`config.mk`:
```
export PLATFORM = sky130hd
export DESIGN_NAME = pipeControl
export DESIGN_NICKNAME = d
export VERILOG_FILES = /design/src/verilog/hazardPkg.sv /design/src/verilog/instrDecoder.sv /design/src/verilog/stagePipe.sv /design/src/verilog/hazardUnit.sv /design/src/verilog/fetchFront.sv /design/src/verilog/pipeControl.sv
export VERILOG_INCLUDE_DIRS = /design/src /design/src/include
export SDC_FILE = /design/constraint.sdc
export NUM_CORES = 1
export LEC_CHECK = 0
export BUFFER_PORTS_ARGS = -buffer_cell sky130_fd_sc_hd__buf_2
export CELL_PAD_IN_SITES_DETAIL_PLACEMENT = 0
export CELL_PAD_IN_SITES_GLOBAL_PLACEMENT = 1
export CORE_MARGIN = 5
export CORE_UTILIZATION = 46
export CTS_CLUSTER_DIAMETER = 120
export DETAILED_ROUTE_END_ITERATION = 10
export PLACE_DENSITY_LB_ADDON = 0.1
export SLEW_MARGIN = 0
export SYNTH_ARGS = -nofsm -noshare
export SYNTH_HDL_FRONTEND = slang
export SYNTH_SLANG_ARGS = --single-unit
```
`constraint.sdc`:
```
create_clock -name clk -period 7.99 [get_ports clk]
set_input_delay 0.799 -clock clk [delete_from_list [all_inputs] [get_ports clk]]
set_output_delay 0.799 -clock clk [all_outputs]
set_load 0.01 [all_outputs]
```
`src/include/hazard_defs.svh`:
```
`ifndef HAZARD_DEFS_SVH
`define HAZARD_DEFS_SVH

// Register index width, 32 GPRs
`define REG_W 5

// Word-index program counter width
`define PC_W 8

// Return address register written by JAL
`define LINK_REG (`REG_W'(31))

`endif

```
`src/verilog/hazardPkg.sv`:
```
`default_nettype none

package hazardPkg;

    `include "hazard_defs.svh"

    // ------------------------------------------------------------------------
    // Instruction encodings
    // ------------------------------------------------------------------------
    typedef enum logic [5:0] {
        SPECIAL = 6'h00,  // R-type, funct decides
        REGIMM  = 6'h01,
        J       = 6'h02,
        JAL     = 6'h03,
        BEQ     = 6'h04,
        BNE     = 6'h05,
        BLEZ    = 6'h06,
        BGTZ    = 6'h07,
        ADDI    = 6'h08,
        ADDIU   = 6'h09,
        SLTI    = 6'h0A,
        SLTIU   = 6'h0B,
        ANDI    = 6'h0C,
        ORI     = 6'h0D,
        XORI    = 6'h0E,
        LUI     = 6'h0F,
        LB      = 6'h20,
        LH      = 6'h21,
        LW      = 6'h23,
        LBU     = 6'h24,
        LHU     = 6'h25,
        LWU     = 6'h27,
        SB      = 6'h28,
        SH      = 6'h29,
        SW      = 6'h2B,
        HALT    = 6'h3F   // Stops fetch
    } opcodeE;

    // Only the jump functs matter to the hazard logic
    typedef enum logic [5:0] {
        OTHER = 6'h00,
        JR    = 6'h08,
        JALR  = 6'h09
    } functE;

    // Which field names the destination register
    typedef enum logic [1:0] {
        RT   = 2'b00,  // Immediate and load
        RD   = 2'b01,  // R-type
        LINK = 2'b10   // JAL, fixed $31
    } dstSelE;

    // ------------------------------------------------------------------------
    // Stage records
    // ------------------------------------------------------------------------
    typedef struct packed {
        opcodeE            opcode;
        functE             funct;
        logic [`REG_W-1:0] rs;
        logic [`REG_W-1:0] rt;
        logic [`REG_W-1:0] rd;
        logic              regWrite;
        logic              memRead;
        dstSelE            dstSel;
    } idInfoT;

    typedef struct packed {
        logic              regWrite;
        logic              memRead;
        dstSelE            dstSel;  // Still unresolved in EX
        logic [`REG_W-1:0] rt;
        logic [`REG_W-1:0] rd;
    } idExT;

    typedef struct packed {
        logic              regWrite;
        logic              memRead;
        logic [`REG_W-1:0] dst;
    } exMemT;

    typedef struct packed {
        logic              regWrite;
        logic [`REG_W-1:0] dst;
    } memWbT;

    typedef struct packed {
        logic pcWrite;
        logic ifIdWrite;
        logic controlStall;
        logic branchFlush;
        logic compareBranch;
    } hazardCtrlT;

    // Destination index picked by a dstSel code
    function automatic logic [`REG_W-1:0] resolveDst(
        input dstSelE            sel,
        input logic [`REG_W-1:0] rt,
        input logic [`REG_W-1:0] rd
    );
        case (sel)
            RT:      return rt;
            RD:      return rd;
            LINK:    return `LINK_REG;
            default: return rt;
        endcase
    endfunction

endpackage

`default_nettype wire

```
`src/verilog/instrDecoder.sv`:
```
`timescale 1ns/1ns
`default_nettype none

module instrDecoder (
    input  wire  [31:0]            instrId,
    output hazardPkg::idInfoT      idInfo
);

    logic [5:0]        functRaw;
    logic              writes;     // Instruction class writes a GPR
    hazardPkg::dstSelE sel;

    // ------------------------------------------------------------------------
    // Field split
    // ------------------------------------------------------------------------
    always_comb begin
        idInfo.opcode = hazardPkg::opcodeE'(instrId[31:26]);
        idInfo.rs     = instrId[25:21];
        idInfo.rt     = instrId[20:16];
        idInfo.rd     = instrId[15:11];
        functRaw      = instrId[5:0];

        // Collapse non-jump functs
        case (functRaw)
            6'h08:   idInfo.funct = hazardPkg::JR;
            6'h09:   idInfo.funct = hazardPkg::JALR;
            default: idInfo.funct = hazardPkg::OTHER;
        endcase
    end

    // ------------------------------------------------------------------------
    // Control class
    // ------------------------------------------------------------------------
    always_comb begin
        writes         = 1'b0;
        idInfo.memRead = 1'b0;
        sel            = hazardPkg::RT;

        case (idInfo.opcode)
            hazardPkg::SPECIAL: begin
                // JR writes nothing, JALR links into rd
                writes = (idInfo.funct != hazardPkg::JR);
                sel    = hazardPkg::RD;
            end
            hazardPkg::ADDI, hazardPkg::ADDIU, hazardPkg::SLTI, hazardPkg::SLTIU,
            hazardPkg::ANDI, hazardPkg::ORI, hazardPkg::XORI, hazardPkg::LUI: begin
                writes = 1'b1;  // Result into rt
            end
            hazardPkg::LB, hazardPkg::LH, hazardPkg::LW,
            hazardPkg::LBU, hazardPkg::LHU, hazardPkg::LWU: begin
                writes         = 1'b1;
                idInfo.memRead = 1'b1;
            end
            hazardPkg::JAL: begin
                writes = 1'b1;
                sel    = hazardPkg::LINK;
            end
            default: begin
                writes = 1'b0;  // Stores, branches, J, HALT
            end
        endcase

        idInfo.dstSel = sel;

        // Writes to $0 are dropped, so a NOP never raises a hazard
        idInfo.regWrite = writes &&
            (hazardPkg::resolveDst(sel, idInfo.rt, idInfo.rd) != '0);
    end

endmodule

`default_nettype wire

```
`src/verilog/stagePipe.sv`:
```
`timescale 1ns/1ns
`default_nettype none

module stagePipe (
    input  wire                    clk,
    input  wire                    rstN,
    input  wire hazardPkg::idInfoT idInfo,
    input  wire                    controlStall,
    output hazardPkg::idExT        idEx,
    output hazardPkg::exMemT       exMem,
    output hazardPkg::memWbT       memWb
);

    // ------------------------------------------------------------------------
    // ID/EX
    // ------------------------------------------------------------------------
    always_ff @(posedge clk) begin
        if (!rstN) begin
            idEx <= '0;  // Bubble
        end else begin
            idEx.dstSel <= idInfo.dstSel;
            idEx.rt     <= idInfo.rt;
            idEx.rd     <= idInfo.rd;

            // Stall keeps the ID instruction, EX gets a bubble
            if (controlStall) begin
                idEx.regWrite <= 1'b0;
                idEx.memRead  <= 1'b0;
            end else begin
                idEx.regWrite <= idInfo.regWrite;
                idEx.memRead  <= idInfo.memRead;
            end
        end
    end

    // ------------------------------------------------------------------------
    // EX/MEM
    // ------------------------------------------------------------------------
    always_ff @(posedge clk) begin
        if (!rstN) begin
            exMem <= '0;
        end else begin
            exMem.regWrite <= idEx.regWrite;
            exMem.memRead  <= idEx.memRead;
            // Destination becomes a plain index from here on
            exMem.dst      <= hazardPkg::resolveDst(idEx.dstSel, idEx.rt, idEx.rd);
        end
    end

    // ------------------------------------------------------------------------
    // MEM/WB
    // ------------------------------------------------------------------------
    always_ff @(posedge clk) begin
        if (!rstN) begin
            memWb <= '0;
        end else begin
            memWb.regWrite <= exMem.regWrite;  // Load data lands here
            memWb.dst      <= exMem.dst;
        end
    end

endmodule

`default_nettype wire

```
`src/verilog/hazardUnit.sv`:
```
`timescale 1ns/1ns
`default_nettype none

module hazardUnit (
    input  wire hazardPkg::idInfoT idInfo,
    input  wire hazardPkg::idExT   idEx,
    input  wire hazardPkg::exMemT  exMem,
    input  wire hazardPkg::memWbT  memWb,
    output hazardPkg::hazardCtrlT  ctrl,
    output logic                   haltReq
);

    `include "hazard_defs.svh"

    logic              isBranch;
    logic              isJr;
    logic              isJump;
    logic [`REG_W-1:0] exDst;     // Resolved EX destination
    logic              exHit;     // EX writes an ID source
    logic              memHit;    // MEM writes an ID source
    logic              wbHit;     // WB writes an ID source
    logic              jrLinkHaz;
    logic              jrDataHaz;

    // ------------------------------------------------------------------------
    // Instruction classes and register matches
    // ------------------------------------------------------------------------
    always_comb begin
        isBranch = (idInfo.opcode == hazardPkg::BEQ)  ||
                   (idInfo.opcode == hazardPkg::BNE)  ||
                   (idInfo.opcode == hazardPkg::BLEZ) ||
                   (idInfo.opcode == hazardPkg::BGTZ);  // rt is $0 for the last two

        isJr = (idInfo.opcode == hazardPkg::SPECIAL) &&
               ((idInfo.funct == hazardPkg::JR) || (idInfo.funct == hazardPkg::JALR));

        isJump = (idInfo.opcode == hazardPkg::J) ||
                 (idInfo.opcode == hazardPkg::JAL) || isJr;

        exDst = hazardPkg::resolveDst(idEx.dstSel, idEx.rt, idEx.rd);

        exHit  = idEx.regWrite  && ((exDst == idInfo.rs) || (exDst == idInfo.rt));
        memHit = exMem.regWrite &&
                 ((exMem.dst == idInfo.rs) || (exMem.dst == idInfo.rt));
        wbHit  = memWb.regWrite &&
                 ((memWb.dst == idInfo.rs) || (memWb.dst == idInfo.rt));

        // JR $ra behind a JAL still in flight
        jrLinkHaz = (idInfo.funct == hazardPkg::JR) &&
                    ((idEx.regWrite && (idEx.dstSel == hazardPkg::LINK)) ||
                     (exMem.regWrite && (exMem.dst == `LINK_REG)));

        // Jump register source still being produced
        jrDataHaz = (idEx.regWrite && (exDst == idInfo.rs)) ||
                    (exMem.regWrite && (exMem.dst == idInfo.rs));
    end

    // ------------------------------------------------------------------------
    // Priority chain, first match wins
    // ------------------------------------------------------------------------
    always_comb begin
        // Default, pipeline flows
        ctrl.pcWrite       = 1'b1;
        ctrl.ifIdWrite     = 1'b1;
        ctrl.controlStall  = 1'b0;
        ctrl.branchFlush   = 1'b0;
        ctrl.compareBranch = 1'b0;

        if (isBranch && exHit) begin
            ctrl.pcWrite      = 1'b0;
            ctrl.ifIdWrite    = 1'b0;
            ctrl.controlStall = 1'b1;
            // Compare may run on forwarded EX result only if nothing older interferes
            ctrl.compareBranch = !wbHit && !exMem.memRead && !idEx.memRead;
        end else if (isBranch && exMem.memRead && memHit) begin
            // Load data not back until WB
            ctrl.pcWrite      = 1'b0;
            ctrl.ifIdWrite    = 1'b0;
            ctrl.controlStall = 1'b1;
        end else if (isBranch) begin
            ctrl.compareBranch = !exMem.memRead;  // No dependency
        end else if (idEx.memRead && exHit) begin
            // Classic load-use, one cycle
            ctrl.pcWrite      = 1'b0;
            ctrl.ifIdWrite    = 1'b0;
            ctrl.controlStall = 1'b1;
        end else if (isJr && (jrLinkHaz || jrDataHaz)) begin
            // Hold JR in ID until its register settles
            ctrl.pcWrite      = 1'b0;
            ctrl.ifIdWrite    = 1'b0;
            ctrl.controlStall = 1'b1;
        end else if (isJump) begin
            // Kill the fall-through fetch
            ctrl.ifIdWrite   = 1'b0;
            ctrl.branchFlush = 1'b1;
        end
    end

    assign haltReq = (idInfo.opcode == hazardPkg::HALT);

endmodule

`default_nettype wire

```
`src/verilog/fetchFront.sv`:
```
`timescale 1ns/1ns
`default_nettype none

`include "hazard_defs.svh"

module fetchFront (
    input  wire                        clk,
    input  wire                        rstN,
    input  wire  [31:0]                instrIf,  // From instruction memory
    input  wire  hazardPkg::hazardCtrlT ctrl,
    input  wire                        haltReq,
    output logic [`PC_W-1:0]           pc,
    output logic [31:0]                instrId
);

    hazardPkg::opcodeE opId;
    logic              directJump;  // J or JAL in ID
    logic              haltFlag;    // Sticky until reset
    logic              pcHold;

    always_comb begin
        opId       = hazardPkg::opcodeE'(instrId[31:26]);
        directJump = (opId == hazardPkg::J) || (opId == hazardPkg::JAL);
        pcHold     = !ctrl.pcWrite || haltFlag || haltReq;
    end

    // ------------------------------------------------------------------------
    // Program counter
    // ------------------------------------------------------------------------
    always_ff @(posedge clk) begin
        if (!rstN) begin
            pc       <= '0;
            haltFlag <= 1'b0;
        end else begin
            if (haltReq) begin
                haltFlag <= 1'b1;
            end
            if (!pcHold) begin
                if (ctrl.branchFlush && directJump) begin
                    pc <= instrId[`PC_W-1:0];  // Target index from low bits
                end else begin
                    pc <= pc + `PC_W'(1);      // Next word
                end
            end
        end
    end

    // ------------------------------------------------------------------------
    // IF/ID instruction register
    // ------------------------------------------------------------------------
    always_ff @(posedge clk) begin
        if (!rstN) begin
            instrId <= '0;  // NOP
        end else if (ctrl.branchFlush) begin
            instrId <= '0;
        end else if (ctrl.ifIdWrite) begin
            instrId <= instrIf;
        end
    end

endmodule

`default_nettype wire

```
`src/verilog/pipeControl.sv`:
```
`timescale 1ns/1ns
`default_nettype none

`include "hazard_defs.svh"

module pipeControl (
    input  wire                   clk,
    input  wire                   rstN,
    input  wire  [31:0]           instrIf,
    output logic [`PC_W-1:0]      pc,
    output hazardPkg::hazardCtrlT ctrl,
    output logic                  halt
);

    logic [31:0]         instrId;  // IF/ID word
    hazardPkg::idInfoT   idInfo;
    hazardPkg::idExT     idEx;
    hazardPkg::exMemT    exMem;
    hazardPkg::memWbT    memWb;

    // ------------------------------------------------------------------------
    // Front end and decode
    // ------------------------------------------------------------------------
    fetchFront fetch0 (
        .clk     (clk),
        .rstN    (rstN),
        .instrIf (instrIf),
        .ctrl    (ctrl),
        .haltReq (halt),     // Halt also freezes the PC
        .pc      (pc),
        .instrId (instrId)
    );

    instrDecoder dec0 (
        .instrId (instrId),
        .idInfo  (idInfo)
    );

    // ------------------------------------------------------------------------
    // Shadow stages and hazard detection
    // ------------------------------------------------------------------------
    stagePipe pipe0 (
        .clk          (clk),
        .rstN         (rstN),
        .idInfo       (idInfo),
        .controlStall (ctrl.controlStall),
        .idEx         (idEx),
        .exMem        (exMem),
        .memWb        (memWb)
    );

    hazardUnit haz0 (
        .idInfo  (idInfo),
        .idEx    (idEx),
        .exMem   (exMem),
        .memWb   (memWb),
        .ctrl    (ctrl),
        .haltReq (halt)
    );

endmodule

`default_nettype wire

```
==> impl_metrics.ini, run 1 <==
[status]
outcome = completed

[drt]
routed_wl_um = 8110
wire_per_inst_um = 15.4
drcViolationCount = 0
drt_iter0_drc = 154
vias_per_cell = 5.43
drtPass1Iterations = 4
num_vias = 2868
ant_nets = 0

[worst_setup_path]
crit_fanout = 28
regToRegStartpoint = pipe0.idEx[10]$_SDFF_PN0_
reg2reg_depth = 10
critPathArrivalTime_ps = 3660
start_kind = register
critPathKind = register to primary output
r2r_setup_slack_ps = 4560
required_ps = 7190
cp-end-kind = primary output
r2r_end = pipe0.idEx[13]$_SDFF_PP0_

[logic_synthesis]
synthCells = 395
synth_fp_nets = 435
async_reset_ff_share_pct = 0
post-synth-top-count-cell = dfxtp_1
ys_types = 53
ys_seq_elements = 65
synth_edf_count = 0
synthTopCellsByCount = 65 x dfxtp_1, 37 x a21oi_1, 37 x nand3_1
yosys.area.top_type = dfxtp_1
synth_area_mm2 = 0.00331
yosys-top-cells-area = dfxtp_1 39%, a21oi_1 5.6%, nand3_1 5.6%
yosysTopAreaCellShare_pct = 39.3
synth-seq-area-share_pct = 39.3
synthFlopType = dfxtp_1
postSynthAreaPerCell_um2 = 8.38
synth_warnings = 0

[clocking]
post_cts_resized = 0
post_cts_buffers = 0
cts_tree = yes
cts_buffers = 9
clkLatencyLatePin_ps = 340
ctsHoldBuffers = 0
htree_num_levels = 3
clk_pin_slew_ps = 80
cts_buffer_depth = 2
cts-root-buf = clkbuf_8
cts_num_sinks = 65

[floorplan]
dieArea_mm2 = 0.00899
rows = 31
die_w_um = 94.8
die_h_um = 94.8
io_pins = 48
coreArea_mm2 = 0.00714
initial_utilization_pct = 46.4

[place]
dpl_cell_area_mm2 = 0.00352
hpwl_um = 5640
place.gp.congestion = 0.852
dp_cells = 512
dp_slack_ps = 3890
portBuffers = 44

[finish]
finalInstanceArea_mm2 = 0.00375
drive_gt1_share_pct = 17.2
fin_cells = 528
finalNetCount = 464
diodes = 0
syn_to_final_growth_pct = 13.2

[global_routing]
gr-total-overflow = 0
grt_pass1_vias = 2616
antenna_found_initial = 0
grt_max_degree = 33
grt_pass1_wl_um = 13200
track_usage_pct = 18.9

[sta]
maxSlewHeadroom_pct = 23.6
worstMarginPinSlew_ps = 1150
fin_tns_setup_ps = 0
period_needed_ps = 4460
period_share_pct = 55.8
final.setup_skew_ps = 6.93
max_freq_mhz = 224
rsz0062_at_grt = no
setup_violations = 0
report.final.slew_viol_count = 0
setup_ws_ps = 3530
finalHoldViolations = 0

[power]
peakVddDrop_mv = 0.101
netSwitchingPower_mw = 0.275
share_comb_of_total_power_pct = 19.1
pwr-share-seq_pct = 44.5
p_leak_nw = 1.58
clock_power_share_pct = 36.4
p_sw_share_pct = 31.2
p_int_mw = 0.607
p_per_area_mw_per_mm2 = 235
power_mw = 0.881

[worst_hold_path]
min_path_type = register to register
min_path_cells = 2
min-delay-start = fetch0.pc[7]$_SDFFE_PN0N_
hold_end = fetch0.pc[7]$_SDFFE_PN0N_

[job]
maxCapViolCount = 0
[state kept, by name (all words and copies together), names as in the netlist]
signal,cells
fetch0.instrId,29
pipe0.idEx,14
fetch0.pc,8
pipe0.exMem,7
pipe0.memWb,6
fetch0.haltFlag,1
[worst max-delay path: stages, from the launching register on]
cell	delay [ps]
dfxtp_1	340
inv_1	50
ha_1	430
a211oi_2	410
nor3_1	100
nor4b_1	450
nand2_1	230
o221ai_2	530
buf_4	400
a21oi_1	160
inv_1	90
buf_2	120
[cells by family after synthesis]
logic type                 Yosys count  share of synthesized area [%]
adders and majority gates            6                           2.27
buffers and inverters               38                           5.59
DFF                                 65                           39.3
xor gates and xnor gates            20                           5.29
and+or+nand+nor                    147                           23.4
AOI/OAI and AO/OA                  110                           21.4
muxes                                9                           2.80
[layout make-up]
type                    instances  area [µm²]
fillers                       731        3390
multi-input cells             292        1830
flip-flops and latches         65        1300
repair buffers                 45         228
clock buffers                   9         124
well taps                      99         124
clock inverters                 7         103
inverters                      11        41.3
[layout by cell type (no fill, tap or decap), drive strengths merged, types with 5 or more instances in the layout]
cell	synthesis	routed
nor3	14	14
xnor2	8	8
mux2i	7	7
a211oi	10	10
and2	22	22
inv	11	13
xor2	12	12
o32ai	6	6
nand2	21	21
or3	6	6
dfxtp	65	65
o21ai	39	39
nor2	20	20
a21oi	37	37
clkbuf	13	9
nor4b	5	5
ha	6	6
nand3	37	37
buf	14	45
[power by group through the flow]
| stage | Sequential (mW) | Combinational [mW] | Clock [mW] |
|---|---|---|---|
| final | 0.392 | 0.168 | 0.321 |
| after global routing | 0.398 | 0.190 | 0.341 |
| after floorplan | 0.385 | 0.136 | 0 |
| after CTS | 0.392 | 0.171 | 0.327 |
| after detailed placement | 0.400 | 0.170 | 0 |
| after global placement | 0.399 | 0.166 | 0 |
[worst max path at each step]
stage / from / endpoint / cells past startpoint
6_report: pipe0.idEx[10]$_SDFF_PN0_ / ctrl[2] / 11
5_1_grt: pipe0.idEx[10]$_SDFF_PN0_ / ctrl[2] / 11
4_1_cts: pipe0.idEx[10]$_SDFF_PN0_ / ctrl[2] / 11
3_5_place_dp: pipe0.idEx[10]$_SDFF_PN0_ / ctrl[2] / 11
3_3_place_gp: pipe0.idEx[10]$_SDFF_PN0_ / ctrl[2] / 11
2_1_floorplan: pipe0.idEx[10]$_SDFF_PN0_ / ctrl[2] / 13
[metal layers]
| layer | routed length [µm] | vias up | global-route usage, % | part of all wire [%] |
|---|---|---|---|---|
| met5 | 0 | - | 0 | 0 |
| met4 | 108 | 0 | 7.93 | 1.3 |
| met3 | 341 | 8 | 3.35 | 4.2 |
| met2 | 3500 | 52 | 26.6 | 43 |
| met1 | 4160 | 1336 | 27.9 | 51 |
| li1 | - | 1472 | - | - |
[per-stage QoR]
step	util (%)	hold slack [ps]
floorplan	-	447
global placement	49.3	459
global route	52.5	507
detailed placement	49.3	468
CTS	52.5	489
finish	52.5	483
(Power assumes the default switching activity.)
==> run 2: changes to the inputs <==
--- a/config.mk
+++ b/config.mk
@@ -10,7 +10,7 @@
 export CELL_PAD_IN_SITES_DETAIL_PLACEMENT = 0
 export CELL_PAD_IN_SITES_GLOBAL_PLACEMENT = 1
 export CORE_MARGIN = 5
-export CORE_UTILIZATION = 46
+export CORE_UTILIZATION = 43
 export CTS_CLUSTER_DIAMETER = 120
 export DETAILED_ROUTE_END_ITERATION = 10
 export PLACE_DENSITY_LB_ADDON = 0.1
==> constraint.sdc (replaced) <==
create_clock -name clk -period 4.62 [get_ports clk]
set_input_delay 0.462 -clock clk [delete_from_list [all_inputs] [get_ports clk]]
set_output_delay 0.462 -clock clk [all_outputs]
set_load 0.01 [all_outputs]
==> impl_metrics.ini, run 2 (synthesized netlist as in run 1, its figures left out) <==
[global_routing]
grt_pass1_wl_um = 13400
grt_max_degree = 33
antenna_found_initial = 0
grt_pass1_vias = 2661
gr-total-overflow = 0
track_usage_pct = 17.3

[sta]
rsz0062_at_grt = no
setup_violations = 0
period_share_pct = 83.2
fin_tns_setup_ps = 0
period_needed_ps = 3840
report.final.slew_viol_count = 0
final.setup_skew_ps = 9.52
worstMarginPinSlew_ps = 1120
maxSlewHeadroom_pct = 25.4
max_freq_mhz = 260
finalHoldViolations = 0
fin_hold_ws_ps = 366

[place]
hpwl_um = 5880
dp_cells = 516
place.gp.congestion = 0.820
portBuffers = 44

[clocking]
clk_pin_slew_ps = 70
post_cts_resized = 0
cts-root-buf = clkbuf_8
cts_tree = yes
clkLatencyLatePin_ps = 340
cts_buffers = 9
htree_num_levels = 3
ctsHoldBuffers = 0
cts_num_sinks = 65
post_cts_buffers = 0
cts_buffer_depth = 2

[finish]
fillers = 806
finalNetCount = 465
syn_to_final_growth_pct = 12.6
fin_cells = 532
top_register = fetch0.instrId
register_area_mm2 = 0.00130
fin_util_pct = 49.0
largest_registers = fetch0.instrId x29, pipe0.idEx x14, fetch0.pc x8
multi_input_comb_area_mm2 = 0.00183
diodes = 0
layout_commonest_cell = dfxtp_1
drive_gt1_share_pct = 17.2
final_cell_mix = 65 x dfxtp_1, 44 x buf_2, 37 x a21oi_1, 37 x nand3_1, 34 x o21ai_0
largest_register_ffs = 29

[drt]
routed_wl_um = 8250
vias_per_cell = 5.42
drcViolationCount = 0
num_vias = 2883
wire_per_inst_um = 15.5
drt_iter0_drc = 122
drtPass1Iterations = 6
ant_nets = 0

[worst_setup_path]
worst_path_largest_cell_delay_ps = 580
worst_path_dominant_cell_family = compound AO/OA/AOI/OAI gates
crit_fanout = 11
start_kind = register
critPathKind = register to primary output
cp-end-kind = primary output
required_ps = 4160
worst-path-buf-inv = 3
cp_slowest_cell = o221ai_2
critPathArrivalTime_ps = 3380
path_cells = inv_1 -> ha_1 -> a211oi_2 -> nor3_1 -> nor4b_1 -> nand2_1 -> o221ai_2 -> a21oi_1 -> inv_1 -> buf_2
path_common_cell = inv_1

[job]
maxCapViolCount = 0

[floorplan]
io_pins = 48
dieArea_mm2 = 0.00955
rows = 32
coreArea_mm2 = 0.00761
die_w_um = 97.7
die_h_um = 97.7
initial_utilization_pct = 43.5

[status]
outcome = completed

[power]
p_per_area_mw_per_mm2 = 389
peakVddDrop_mv = 0.171
p_leak_nw = 1.58

[worst_hold_path]
min_path_type = primary input to register
[run 2: path summary, 6_finish.rpt]
kind	startpoint	to	slack (ps)	cells past startpoint
worst min register to register	fetch0.pc[7]$_SDFFE_PN0N_	fetch0.pc[7]$_SDFFE_PN0N_	480	2
worst max-delay path	pipe0.idEx[10]$_SDFF_PN0_	ctrl[2]	780	10
worst max register to register	pipe0.idEx[10]$_SDFF_PN0_	fetch0.instrId[24]$_SDFFE_PP0P_	1300	10
worst min-delay path	instrIf[13]	fetch0.instrId[13]$_SDFFE_PP0P_	370	3
[run 2: tightest hold or removal path, cell delays in order]
cell and delay (ps):
buf_2 90, nand3_1 50, a21oi_1 50
[run 2: area by class of cell]
| cell class | count | area share [%] |
|---|---|---|
| repair buffers | 46 | 6.31 |
| clock buffers | 10 | 3.42 |
| clock inverters | 6 | 1.85 |
| well taps | 102 | 3.42 |
| inverters | 11 | 1.11 |
| flip-flops and latches | 65 | 34.9 |
| multi-input cells | 292 | 49.0 |
[run 2: stage by stage]
step	power, mW	area [µm²]	setup slack, ps
4_1_cts	1.47	3730	733
3_3_place_gp	0.981	3530	1170
2_1_floorplan	0.902	3310	1730
6_report	1.45	3730	778
5_1_grt	1.54	3730	407
3_5_place_dp	0.986	3530	1130
[run 2: layer usage]
layer / global-route usage, % / routed length [µm] / up-vias
li1: - / - / 1480
met1: 25.3 / 4260 / 1332
met2: 25.9 / 3570 / 62
met3: 3.79 / 338 / 9
met4: 4.15 / 73 / 0
met5: 0 / 0 / -
[run 2: power breakdown]
group,internal [mW],switching [mW]
Clock,0.251,0.231
Sequential,0.614,0.0653
Combinational,0.126,0.164
